### config.mk
export PLATFORM = sky130hd
export DESIGN_NAME = riscv_core
export DESIGN_NICKNAME = d
export VERILOG_FILES = /design/src/riscv_pkg.sv /design/src/alu.sv /design/src/fetch_stage.sv /design/src/register_file.sv /design/src/decode_stage.sv /design/src/execute_stage.sv /design/src/riscv_core.sv
export SDC_FILE = /design/constraint.sdc
export NUM_CORES = 2
export LEC_CHECK = 0
export ABC_AREA = 1
export BUFFER_PORTS_ARGS = -buffer_cell sky130_fd_sc_hd__buf_2
export CELL_PAD_IN_SITES_DETAIL_PLACEMENT = 1
export CELL_PAD_IN_SITES_GLOBAL_PLACEMENT = 2
export CORE_MARGIN = 5
export CORE_UTILIZATION = 43
export CTS_CLUSTER_DIAMETER = 150
export DETAILED_ROUTE_END_ITERATION = 6
export PLACE_DENSITY = 0.89
export REMOVE_ABC_BUFFERS = 1
export SLEW_MARGIN = 15
export SYNTH_ARGS = -nofsm -noshare
export SYNTH_HDL_FRONTEND = slang
export SYNTH_SLANG_ARGS = --single-unit
### constraint.sdc
create_clock -name clk -period 5.5 [get_ports clk]
set_input_delay 0.275 -clock clk [delete_from_list [all_inputs] [get_ports clk]]
set_output_delay 0.275 -clock clk [all_outputs]
set_load 0.02 [all_outputs]
### src/riscv_pkg.sv
`default_nettype none

package riscv_pkg;

    // ------------------------------------------------------------------
    // Widths
    // ------------------------------------------------------------------
    localparam int xlen           = 32;
    localparam int reg_addr_width = 5;

    typedef logic [xlen-1:0]           word_t;
    typedef logic [reg_addr_width-1:0] reg_idx_t;

    localparam word_t nop_instr = 32'h0000_0013; // addi x0, x0, 0

    // ------------------------------------------------------------------
    // Encodings
    // ------------------------------------------------------------------
    typedef enum logic [6:0] {
        op_reg    = 7'b0110011,
        op_imm    = 7'b0010011,
        op_branch = 7'b1100011
    } opcode_e;

    typedef enum logic [3:0] {
        alu_add  = 4'd0, // Zero so a cleared ID/EX is a plain add
        alu_sub  = 4'd1,
        alu_sll  = 4'd2,
        alu_slt  = 4'd3,
        alu_sltu = 4'd4,
        alu_xor  = 4'd5,
        alu_srl  = 4'd6,
        alu_sra  = 4'd7,
        alu_or   = 4'd8,
        alu_and  = 4'd9
    } alu_op_e;

    // ------------------------------------------------------------------
    // Ports and pipeline registers
    // ------------------------------------------------------------------
    typedef struct packed {
        logic  valid;
        word_t addr;
    } fetch_req_t;

    typedef struct packed {
        logic  ready;
        word_t instr;
    } fetch_rsp_t;

    typedef struct packed {
        word_t pc;
        word_t instr;
    } if_id_t;

    typedef struct packed {
        logic     valid;     // Low for a bubble
        word_t    pc;
        reg_idx_t rs1;
        reg_idx_t rs2;
        reg_idx_t rd;
        word_t    rs1_data;
        word_t    rs2_data;
        word_t    imm;
        alu_op_e  alu_op;
        logic     use_imm;
        logic     reg_write;
        logic     is_beq;
    } id_ex_t;

    typedef struct packed {
        logic     reg_write;
        reg_idx_t rd;
        word_t    result;
    } ex_wb_t;

    typedef struct packed {
        logic     valid;
        reg_idx_t rd;
        word_t    data;
    } retire_t;

    typedef struct packed {
        logic  taken;
        word_t target;
    } redirect_t;

endpackage

`default_nettype wire

### src/alu.sv
`timescale 1ns/1ps
`default_nettype none

module alu (
    input  riscv_pkg::alu_op_e alu_op,
    input  riscv_pkg::word_t   a,
    input  riscv_pkg::word_t   b,
    output riscv_pkg::word_t   result
);
    import riscv_pkg::*;

    logic [4:0] shamt;

    assign shamt = b[4:0];

    always_comb begin
        case (alu_op)
            alu_add:  result = a + b;
            alu_sub:  result = a - b;
            alu_sll:  result = a << shamt;
            alu_slt:  result = {{(xlen-1){1'b0}}, $signed(a) < $signed(b)};
            alu_sltu: result = {{(xlen-1){1'b0}}, a < b};
            alu_xor:  result = a ^ b;
            alu_srl:  result = a >> shamt;
            alu_sra:  result = word_t'($signed(a) >>> shamt);
            alu_or:   result = a | b;
            alu_and:  result = a & b;
            default:  result = '0;
        endcase
    end

    // ID/EX is cleared by reset, so a bad code means broken decode
    always_comb begin
        assert final (alu_op inside {alu_add, alu_sub, alu_sll, alu_slt, alu_sltu,
                                     alu_xor, alu_srl, alu_sra, alu_or, alu_and})
            else $error("alu_op is unknown or out of range");
    end

endmodule

`default_nettype wire

### src/fetch_stage.sv
`timescale 1ns/1ps
`default_nettype none

module fetch_stage (
    input  logic                   clk,
    input  logic                   reset_n,
    output riscv_pkg::fetch_req_t  fetch_req,
    input  riscv_pkg::fetch_rsp_t  fetch_rsp,
    input  riscv_pkg::redirect_t   redirect,
    output riscv_pkg::if_id_t      if_id
);
    import riscv_pkg::*;

    word_t pc;
    logic  req_valid; // Rises on the first edge out of reset
    logic  accept;

    assign fetch_req.valid = req_valid;
    assign fetch_req.addr  = pc;

    assign accept = fetch_req.valid && fetch_rsp.ready;

    // ------------------------------------------------------------------
    // PC and IF/ID register
    // ------------------------------------------------------------------
    always_ff @(posedge clk or negedge reset_n) begin
        if (!reset_n) begin
            req_valid   <= 1'b0;
            pc          <= '0;
            if_id.pc    <= '0;
            if_id.instr <= nop_instr;
        end else begin
            req_valid <= 1'b1;
            if_id.pc  <= pc;
            if (redirect.taken) begin
                // Any fetch landing now belongs to the wrong path
                pc          <= redirect.target;
                if_id.instr <= nop_instr;
            end else if (accept) begin
                pc          <= pc + 32'd4;
                if_id.instr <= fetch_rsp.instr;
            end else begin
                if_id.instr <= nop_instr; // Stall bubble, PC holds
            end
        end
    end

    // Request address may only move on acceptance or a branch redirect
    assert property (@(posedge clk) disable iff (!reset_n)
        fetch_req.valid && !fetch_rsp.ready && !redirect.taken
            |=> $stable(fetch_req.addr))
        else $error("fetch address changed while waiting for ready");

endmodule

`default_nettype wire

### src/register_file.sv
`timescale 1ns/1ps
`default_nettype none

module register_file (
    input  logic                clk,
    input  logic                reset_n,
    input  riscv_pkg::reg_idx_t rs1,
    input  riscv_pkg::reg_idx_t rs2,
    output riscv_pkg::word_t    rs1_data,
    output riscv_pkg::word_t    rs2_data,
    input  riscv_pkg::ex_wb_t   ex_wb
);
    import riscv_pkg::*;

    word_t regs [1:31]; // x0 has no storage
    logic  wr_en;

    assign wr_en = reset_n && ex_wb.reg_write && (ex_wb.rd != '0);

    always_ff @(posedge clk) begin
        if (wr_en) begin
            regs[ex_wb.rd] <= ex_wb.result;
        end
    end

    // Write-through so ID sees the value being written this cycle
    function automatic word_t read_port(input reg_idx_t idx);
        word_t data;
        if (idx == '0) begin
            data = '0;
        end else if (wr_en && (ex_wb.rd == idx)) begin
            data = ex_wb.result;
        end else begin
            data = regs[idx];
        end
        return data;
    endfunction

    assign rs1_data = read_port(rs1);
    assign rs2_data = read_port(rs2);

endmodule

`default_nettype wire

### src/decode_stage.sv
`timescale 1ns/1ps
`default_nettype none

module decode_stage (
    input  logic                 clk,
    input  logic                 reset_n,
    input  riscv_pkg::if_id_t    if_id,
    input  riscv_pkg::redirect_t redirect,
    input  riscv_pkg::word_t     rs1_data,
    input  riscv_pkg::word_t     rs2_data,
    output riscv_pkg::reg_idx_t  rs1,
    output riscv_pkg::reg_idx_t  rs2,
    output riscv_pkg::id_ex_t    id_ex
);
    import riscv_pkg::*;

    // ------------------------------------------------------------------
    // Fields and immediates
    // ------------------------------------------------------------------
    word_t      instr;
    opcode_e    opcode;
    logic [2:0] funct3;
    logic [6:0] funct7;
    word_t      imm_i;
    word_t      imm_shamt;
    word_t      imm_b;
    id_ex_t     id_ex_next;

    assign instr  = if_id.instr;
    assign opcode = opcode_e'(instr[6:0]);
    assign funct3 = instr[14:12];
    assign funct7 = instr[31:25];
    assign rs1    = instr[19:15];
    assign rs2    = instr[24:20];

    assign imm_i     = {{20{instr[31]}}, instr[31:20]};
    assign imm_shamt = {27'b0, instr[24:20]};
    assign imm_b     = {{19{instr[31]}}, instr[31], instr[7], instr[30:25],
                        instr[11:8], 1'b0};

    // ------------------------------------------------------------------
    // Control decode
    // ------------------------------------------------------------------
    always_comb begin
        id_ex_next           = '0; // Bubble unless recognised below
        id_ex_next.pc        = if_id.pc;
        id_ex_next.rs1       = rs1;
        id_ex_next.rs2       = rs2;
        id_ex_next.rd        = instr[11:7];
        id_ex_next.rs1_data  = rs1_data;
        id_ex_next.rs2_data  = rs2_data;
        id_ex_next.imm       = imm_i;
        id_ex_next.alu_op    = alu_add;

        case (opcode)
            op_reg: begin
                id_ex_next.valid     = 1'b1;
                id_ex_next.reg_write = 1'b1;
                case (funct3)
                    3'b000:  id_ex_next.alu_op = funct7[5] ? alu_sub : alu_add;
                    3'b001:  id_ex_next.alu_op = alu_sll;
                    3'b010:  id_ex_next.alu_op = alu_slt;
                    3'b011:  id_ex_next.alu_op = alu_sltu;
                    3'b100:  id_ex_next.alu_op = alu_xor;
                    3'b101:  id_ex_next.alu_op = funct7[5] ? alu_sra : alu_srl;
                    3'b110:  id_ex_next.alu_op = alu_or;
                    default: id_ex_next.alu_op = alu_and;
                endcase
            end
            op_imm: begin
                id_ex_next.valid     = 1'b1;
                id_ex_next.reg_write = 1'b1;
                id_ex_next.use_imm   = 1'b1;
                case (funct3)
                    3'b000:  id_ex_next.alu_op = alu_add;
                    3'b010:  id_ex_next.alu_op = alu_slt;
                    3'b011:  id_ex_next.alu_op = alu_sltu;
                    3'b100:  id_ex_next.alu_op = alu_xor;
                    3'b110:  id_ex_next.alu_op = alu_or;
                    3'b111:  id_ex_next.alu_op = alu_and;
                    3'b001: begin
                        id_ex_next.alu_op = alu_sll;
                        id_ex_next.imm    = imm_shamt;
                    end
                    default: begin // srli / srai
                        id_ex_next.alu_op = funct7[5] ? alu_sra : alu_srl;
                        id_ex_next.imm    = imm_shamt;
                    end
                endcase
            end
            op_branch: begin
                if (funct3 == 3'b000) begin // Only BEQ
                    id_ex_next.valid  = 1'b1;
                    id_ex_next.is_beq = 1'b1;
                    id_ex_next.imm    = imm_b;
                    id_ex_next.alu_op = alu_sub;
                end
            end
            default: ;
        endcase
    end

    always_ff @(posedge clk or negedge reset_n) begin
        if (!reset_n) begin
            id_ex <= '0;
        end else if (redirect.taken) begin
            id_ex <= '0; // Wrong-path instruction
        end else begin
            id_ex <= id_ex_next;
        end
    end

endmodule

`default_nettype wire

### src/execute_stage.sv
`timescale 1ns/1ps
`default_nettype none

module execute_stage (
    input  logic                 clk,
    input  logic                 reset_n,
    input  riscv_pkg::id_ex_t    id_ex,
    output riscv_pkg::ex_wb_t    ex_wb,
    output riscv_pkg::redirect_t redirect,
    output riscv_pkg::retire_t   retire
);
    import riscv_pkg::*;

    logic  fwd_rs1;
    logic  fwd_rs2;
    word_t op_a;
    word_t rs2_val;  // rs2 after forwarding, before the immediate mux
    word_t op_b;
    word_t alu_result;
    logic  live;     // Valid and not on the wrong path
    logic  beq_taken;

    // ------------------------------------------------------------------
    // Forwarding from EX/WB
    // ------------------------------------------------------------------
    assign fwd_rs1 = ex_wb.reg_write && (ex_wb.rd != '0) && (ex_wb.rd == id_ex.rs1);
    assign fwd_rs2 = ex_wb.reg_write && (ex_wb.rd != '0) && (ex_wb.rd == id_ex.rs2);

    assign op_a    = fwd_rs1 ? ex_wb.result : id_ex.rs1_data;
    assign rs2_val = fwd_rs2 ? ex_wb.result : id_ex.rs2_data;
    assign op_b    = id_ex.use_imm ? id_ex.imm : rs2_val;

    alu alu_inst (
        .alu_op (id_ex.alu_op),
        .a      (op_a),
        .b      (op_b),
        .result (alu_result)
    );

    // ------------------------------------------------------------------
    // Branch resolution and EX/WB register
    // ------------------------------------------------------------------
    assign live      = id_ex.valid && !redirect.taken;
    assign beq_taken = live && id_ex.is_beq && (op_a == rs2_val);

    always_ff @(posedge clk or negedge reset_n) begin
        if (!reset_n) begin
            ex_wb    <= '0;
            redirect <= '0;
        end else begin
            ex_wb.reg_write <= live && id_ex.reg_write;
            ex_wb.rd        <= id_ex.rd;
            ex_wb.result    <= alu_result;
            redirect.taken  <= beq_taken;
            redirect.target <= id_ex.pc + id_ex.imm;
        end
    end

    assign retire.valid = ex_wb.reg_write && (ex_wb.rd != '0);
    assign retire.rd    = ex_wb.rd;
    assign retire.data  = ex_wb.result;

    // The two slots behind a taken BEQ are flushed and never retire
    assert property (@(posedge clk) disable iff (!reset_n)
        redirect.taken |=> !retire.valid ##1 !retire.valid)
        else $error("wrong-path instruction retired after a taken branch");

endmodule

`default_nettype wire

### src/riscv_core.sv
`timescale 1ns/1ps
`default_nettype none

module riscv_core (
    input  logic                  clk,
    input  logic                  reset_n,
    output riscv_pkg::fetch_req_t fetch_req,
    input  riscv_pkg::fetch_rsp_t fetch_rsp,
    output riscv_pkg::retire_t    retire
);
    import riscv_pkg::*;

    if_id_t    if_id;
    id_ex_t    id_ex;
    ex_wb_t    ex_wb;
    redirect_t redirect;
    reg_idx_t  rs1;
    reg_idx_t  rs2;
    word_t     rs1_data;
    word_t     rs2_data;

    // ------------------------------------------------------------------
    // IF, ID, EX and the register file as WB
    // ------------------------------------------------------------------
    fetch_stage fetch_stage_inst (
        .clk       (clk),
        .reset_n   (reset_n),
        .fetch_req (fetch_req),
        .fetch_rsp (fetch_rsp),
        .redirect  (redirect),
        .if_id     (if_id)
    );

    register_file register_file_inst (
        .clk      (clk),
        .reset_n  (reset_n),
        .rs1      (rs1),
        .rs2      (rs2),
        .rs1_data (rs1_data),
        .rs2_data (rs2_data),
        .ex_wb    (ex_wb)       // Write port
    );

    decode_stage decode_stage_inst (
        .clk      (clk),
        .reset_n  (reset_n),
        .if_id    (if_id),
        .redirect (redirect),
        .rs1_data (rs1_data),
        .rs2_data (rs2_data),
        .rs1      (rs1),
        .rs2      (rs2),
        .id_ex    (id_ex)
    );

    execute_stage execute_stage_inst (
        .clk      (clk),
        .reset_n  (reset_n),
        .id_ex    (id_ex),
        .ex_wb    (ex_wb),
        .redirect (redirect),
        .retire   (retire)
    );

endmodule

`default_nettype wire

==> impl_metrics.json <==
{
  "status": "finished with violations",
  "violations": "design-rule violations, negative hold slack",
  "reg2reg_setup_slack_ns": 0.29,
  "cp.buffers_inverters": 1,
  "clock_skew_ns": 0.0449,
  "drc": 2,
  "cts_buffers": 145,
  "gp_congestion": 1.00,
  "dieArea_sq_mm": 0.175,
  "fmax_mhz": 192,
  "min_period_ns": 5.21,
  "cts_resized": 0,
  "rr_startpoint": "execute_stage_inst.ex_wb[36]",
  "endpoint_kind": "flip-flop",
  "design.portCount": 106,
  "grt_antenna_before_repair": 15,
  "grt_usage_pct": 34.9,
  "clock_latency_ns": 0.82,
  "grt_max_degree": 182,
  "rsz0062_at_grt": "no",
  "synth-main-ff-cell": "edfxtp_1",
  "ir_drop_uv": 451,
  "clkSinkCount": 1292,
  "slowest_delay_ns": 0.93,
  "vias": 66300,
  "syn-cell-area_sq_mm": 0.0715,
  "path_clk_slew_ns": 0.07,
  "synthCells": 8228,
  "yosys.area.top_type": "edfxtp_1",
  "p_leak_nw": 31.1,
  "layout_common_cells": "o21ai_0, nand2_1, edfxtp_1",
  "slew_viol_final": 0,
  "dp.cells": 10100,
  "cts_tree": "done",
  "grt_pass1_wl_mm": 453,
  "drt_wl_total_mm": 313,
  "ys_seq_elements": 1292,
  "ys_warn_count": 0,
  "gr-total-overflow": 0,
  "synth.area.top_cells": "edfxtp_1, dfrtp_1, o21ai_0",
  "grt_pass1_vias": 66600,
  "crit_chain": "xor2_1 > nor2_4 > nand2_8 > o21ai_0 > o21ai_0 > inv_1 > ha_1 > nand2_1 > o221ai_1 > a21oi_1 > nand3_1 > nor2_1 > nand3_1",
  "final_common_cell": "o21ai_0",
  "p_int_mw": 19.4,
  "p_sw_mw": 10.3,
  "cts_buffer_depth": 3,
  "hold_ws_ns": -0.00492,
  "swShare_pct": 34.6,
  "pwr-share-comb_pct": 24.9,
  "r2r_end": "execute_stage_inst.ex_wb[28]",
  "drive_above_1_share_pct": 8.52,
  "die_w_um": 418,
  "yosysSeqAreaShare_pct": 52.2,
  "rows": 149,
  "root_buffer": "clkbuf_16",
  "r2r_cells": 13,
  "hp-class": "in2async",
  "fin_ws_ns": 0.290,
  "postCtsSetupRepairBufs": 0,
  "finalHoldViolations": 1,
  "viasPerCell": 6.35,
  "portBuffers": 105,
  "post-route-period-util_pct": 94.7,
  "start_util_pct": 43.3,
  "maxCapViolCount": 0,
  "avgSynthCellArea_sq_um": 8.69,
  "arrival_ns": 5.85,
  "worstMarginPinSlew_ns": 1.31,
  "setup_viol": 0,
  "wl_per_cell_um": 30.0,
  "ant_nets": 0,
  "synth-edff-count": 992,
  "drt_pre_antenna_iters": 7,
  "nFillCells": 19200,
  "slew_headroom_pct": 12.7,
  "critical_path_class": "reg2reg",
  "cp_top_family": "compound AO/OA/AOI/OAI gates",
  "startpoint_type": "flip-flop",
  "hpwlAfterDp_mm": 203,
  "async_reset_ff_share_pct": 23.2,
  "htree_num_levels": 4,
  "crit_fanout": 54,
  "cellPowerDensity_mw_per_mm2": 374,
  "dr.first_iter.drc_count": 8148,
  "dp_slack_ns": 0.680,
  "power_frac_seq_pct": 41.6,
  "clkPwrFrac_pct": 33.6,
  "synth_top_area_share_pct": 41.7,
  "die-height_um": 418,
  "synth_cell_types": 66,
  "final_cells": 10400,
  "core_sq_mm": 0.165,
  "required_ns": 6.14,
  "crit_slowest_cell": "o21ai_0",
  "area_growth_syn_to_layout_pct": 11.1,
  "layout.nets": 8293
}
-- metrics by stage --
stage	power (mW)	TNS [ns]	utilization, %	instance area (sq um)
floorplan	16.5	-1046.73	-	68900
global placement	19.6	0	45.0	74300
detailed placement	19.7	0	45.0	74300
CTS	29.7	0	48.1	79400
global route	30.7	0	48.1	79400
finish	29.7	0	48.1	79400
-- layer usage --
| layer | GRT usage (%) | share of wire, % | vias up | routed length, um |
|---|---|---|---|---|
| met5 | 0 | 0.022 | - | 69 |
| met4 | 16.3 | 5.3 | 10 | 16500 |
| met3 | 7.33 | 9.5 | 764 | 29800 |
| met2 | 53.7 | 44 | 3404 | 138000 |
| met1 | 47.4 | 41 | 33500 | 128000 |
| li1 | - | - | 28600 | - |
-- kinds of logic (layout without fill, tap and decap cells) --
kind of cell    count (synthesis)  after routing  share of synthesized area, %
compound gates               2780           2780                          21.4
xor+xnor                       85             85                          1.05
fa+ha+maj                     133            133                          2.36
buf+inv                      1391           1402                          7.85
flops                        1292           1292                          52.2
mux                             4              4                        0.0630
other cells                     1              6                       0.00524
simple gates                 2542           2542                          15.2
-- synthesized netlist by cell type (all sizes together) (9+ instances only) --
library cell	instances
clkinv	9
a311oi	16
o221ai	26
nor2	773
inv	783
o21ai	1442
xnor2	30
xor2	55
nand4	28
dfrtp	297
edfxtp	992
o22ai	135
buf	164
a31oi	47
nor3	38
a21oi	797
o21a	16
nand2	1065
nand3	606
a221oi	16
nor4	14
ha	130
clkbuf	435
o211ai	182
a211oi	55
a32oi	22
-- worst max path at each step --
stage	startpoint	endpoint	slack, ns	cells after the start
floorplan	fetch_stage_inst.if_id[20]	decode_stage_inst.id_ex[45]	-17.44	8
finish	execute_stage_inst.ex_wb[36]	execute_stage_inst.ex_wb[28]	0.29	13
global placement	execute_stage_inst.ex_wb[35]	execute_stage_inst.ex_wb[28]	0.77	15
CTS	execute_stage_inst.ex_wb[35]	execute_stage_inst.ex_wb[28]	0.66	15
detailed placement	execute_stage_inst.ex_wb[35]	execute_stage_inst.ex_wb[28]	0.68	15
global route	execute_stage_inst.ex_wb[36]	execute_stage_inst.ex_wb[28]	0.15	13
-- power by group through the flow --
| stage | Sequential (mW) | Clock [mW] | Combinational (mW) |
|---|---|---|---|
| final | 12.4 | 9.98 | 7.40 |
| after CTS | 12.4 | 10.1 | 7.22 |
| after global placement | 12.5 | 0 | 7.04 |
| after floorplan | 13.2 | 0 | 3.22 |
| after detailed placement | 12.6 | 0 | 7.16 |
| after global routing | 12.4 | 10.5 | 7.86 |
-- final cells by class --
| cell class | instances | area, sq um | share of cell area [%] |
|---|---|---|---|
| Inverter | 792 | 3010 | 3.78 |
| Antenna cell | 5 | 12.5 | 0.0157 |
| Clock inverter | 61 | 642 | 0.808 |
| Multi-Input combinational cell | 5545 | 28900 | 36.3 |
| Tap cell | 2189 | 2740 | 3.45 |
| Clock buffer | 200 | 4140 | 5.20 |
| Timing Repair Buffer | 349 | 2730 | 3.43 |
| Sequential cell | 1292 | 37300 | 47.0 |
-- flip-flops by register name, summed over array words and instances (netlist names) --
register / count
register_file_inst.regs: 992
decode_stage_inst.id_ex: 132
fetch_stage_inst.if_id: 64
execute_stage_inst.ex_wb: 38
execute_stage_inst.redirect: 33
fetch_stage_inst.pc: 32
fetch_stage_inst.req_valid: 1
-- timing repair --
| item | CTS | global route |
|---|---|---|
| endpoints found under the hold margin | 101 | 0 |
| hold buffers | 33 | 0 |
| endpoints found under the setup margin | 0 | 0 |
No activity file was read; power rests on OpenSTA's default activity.
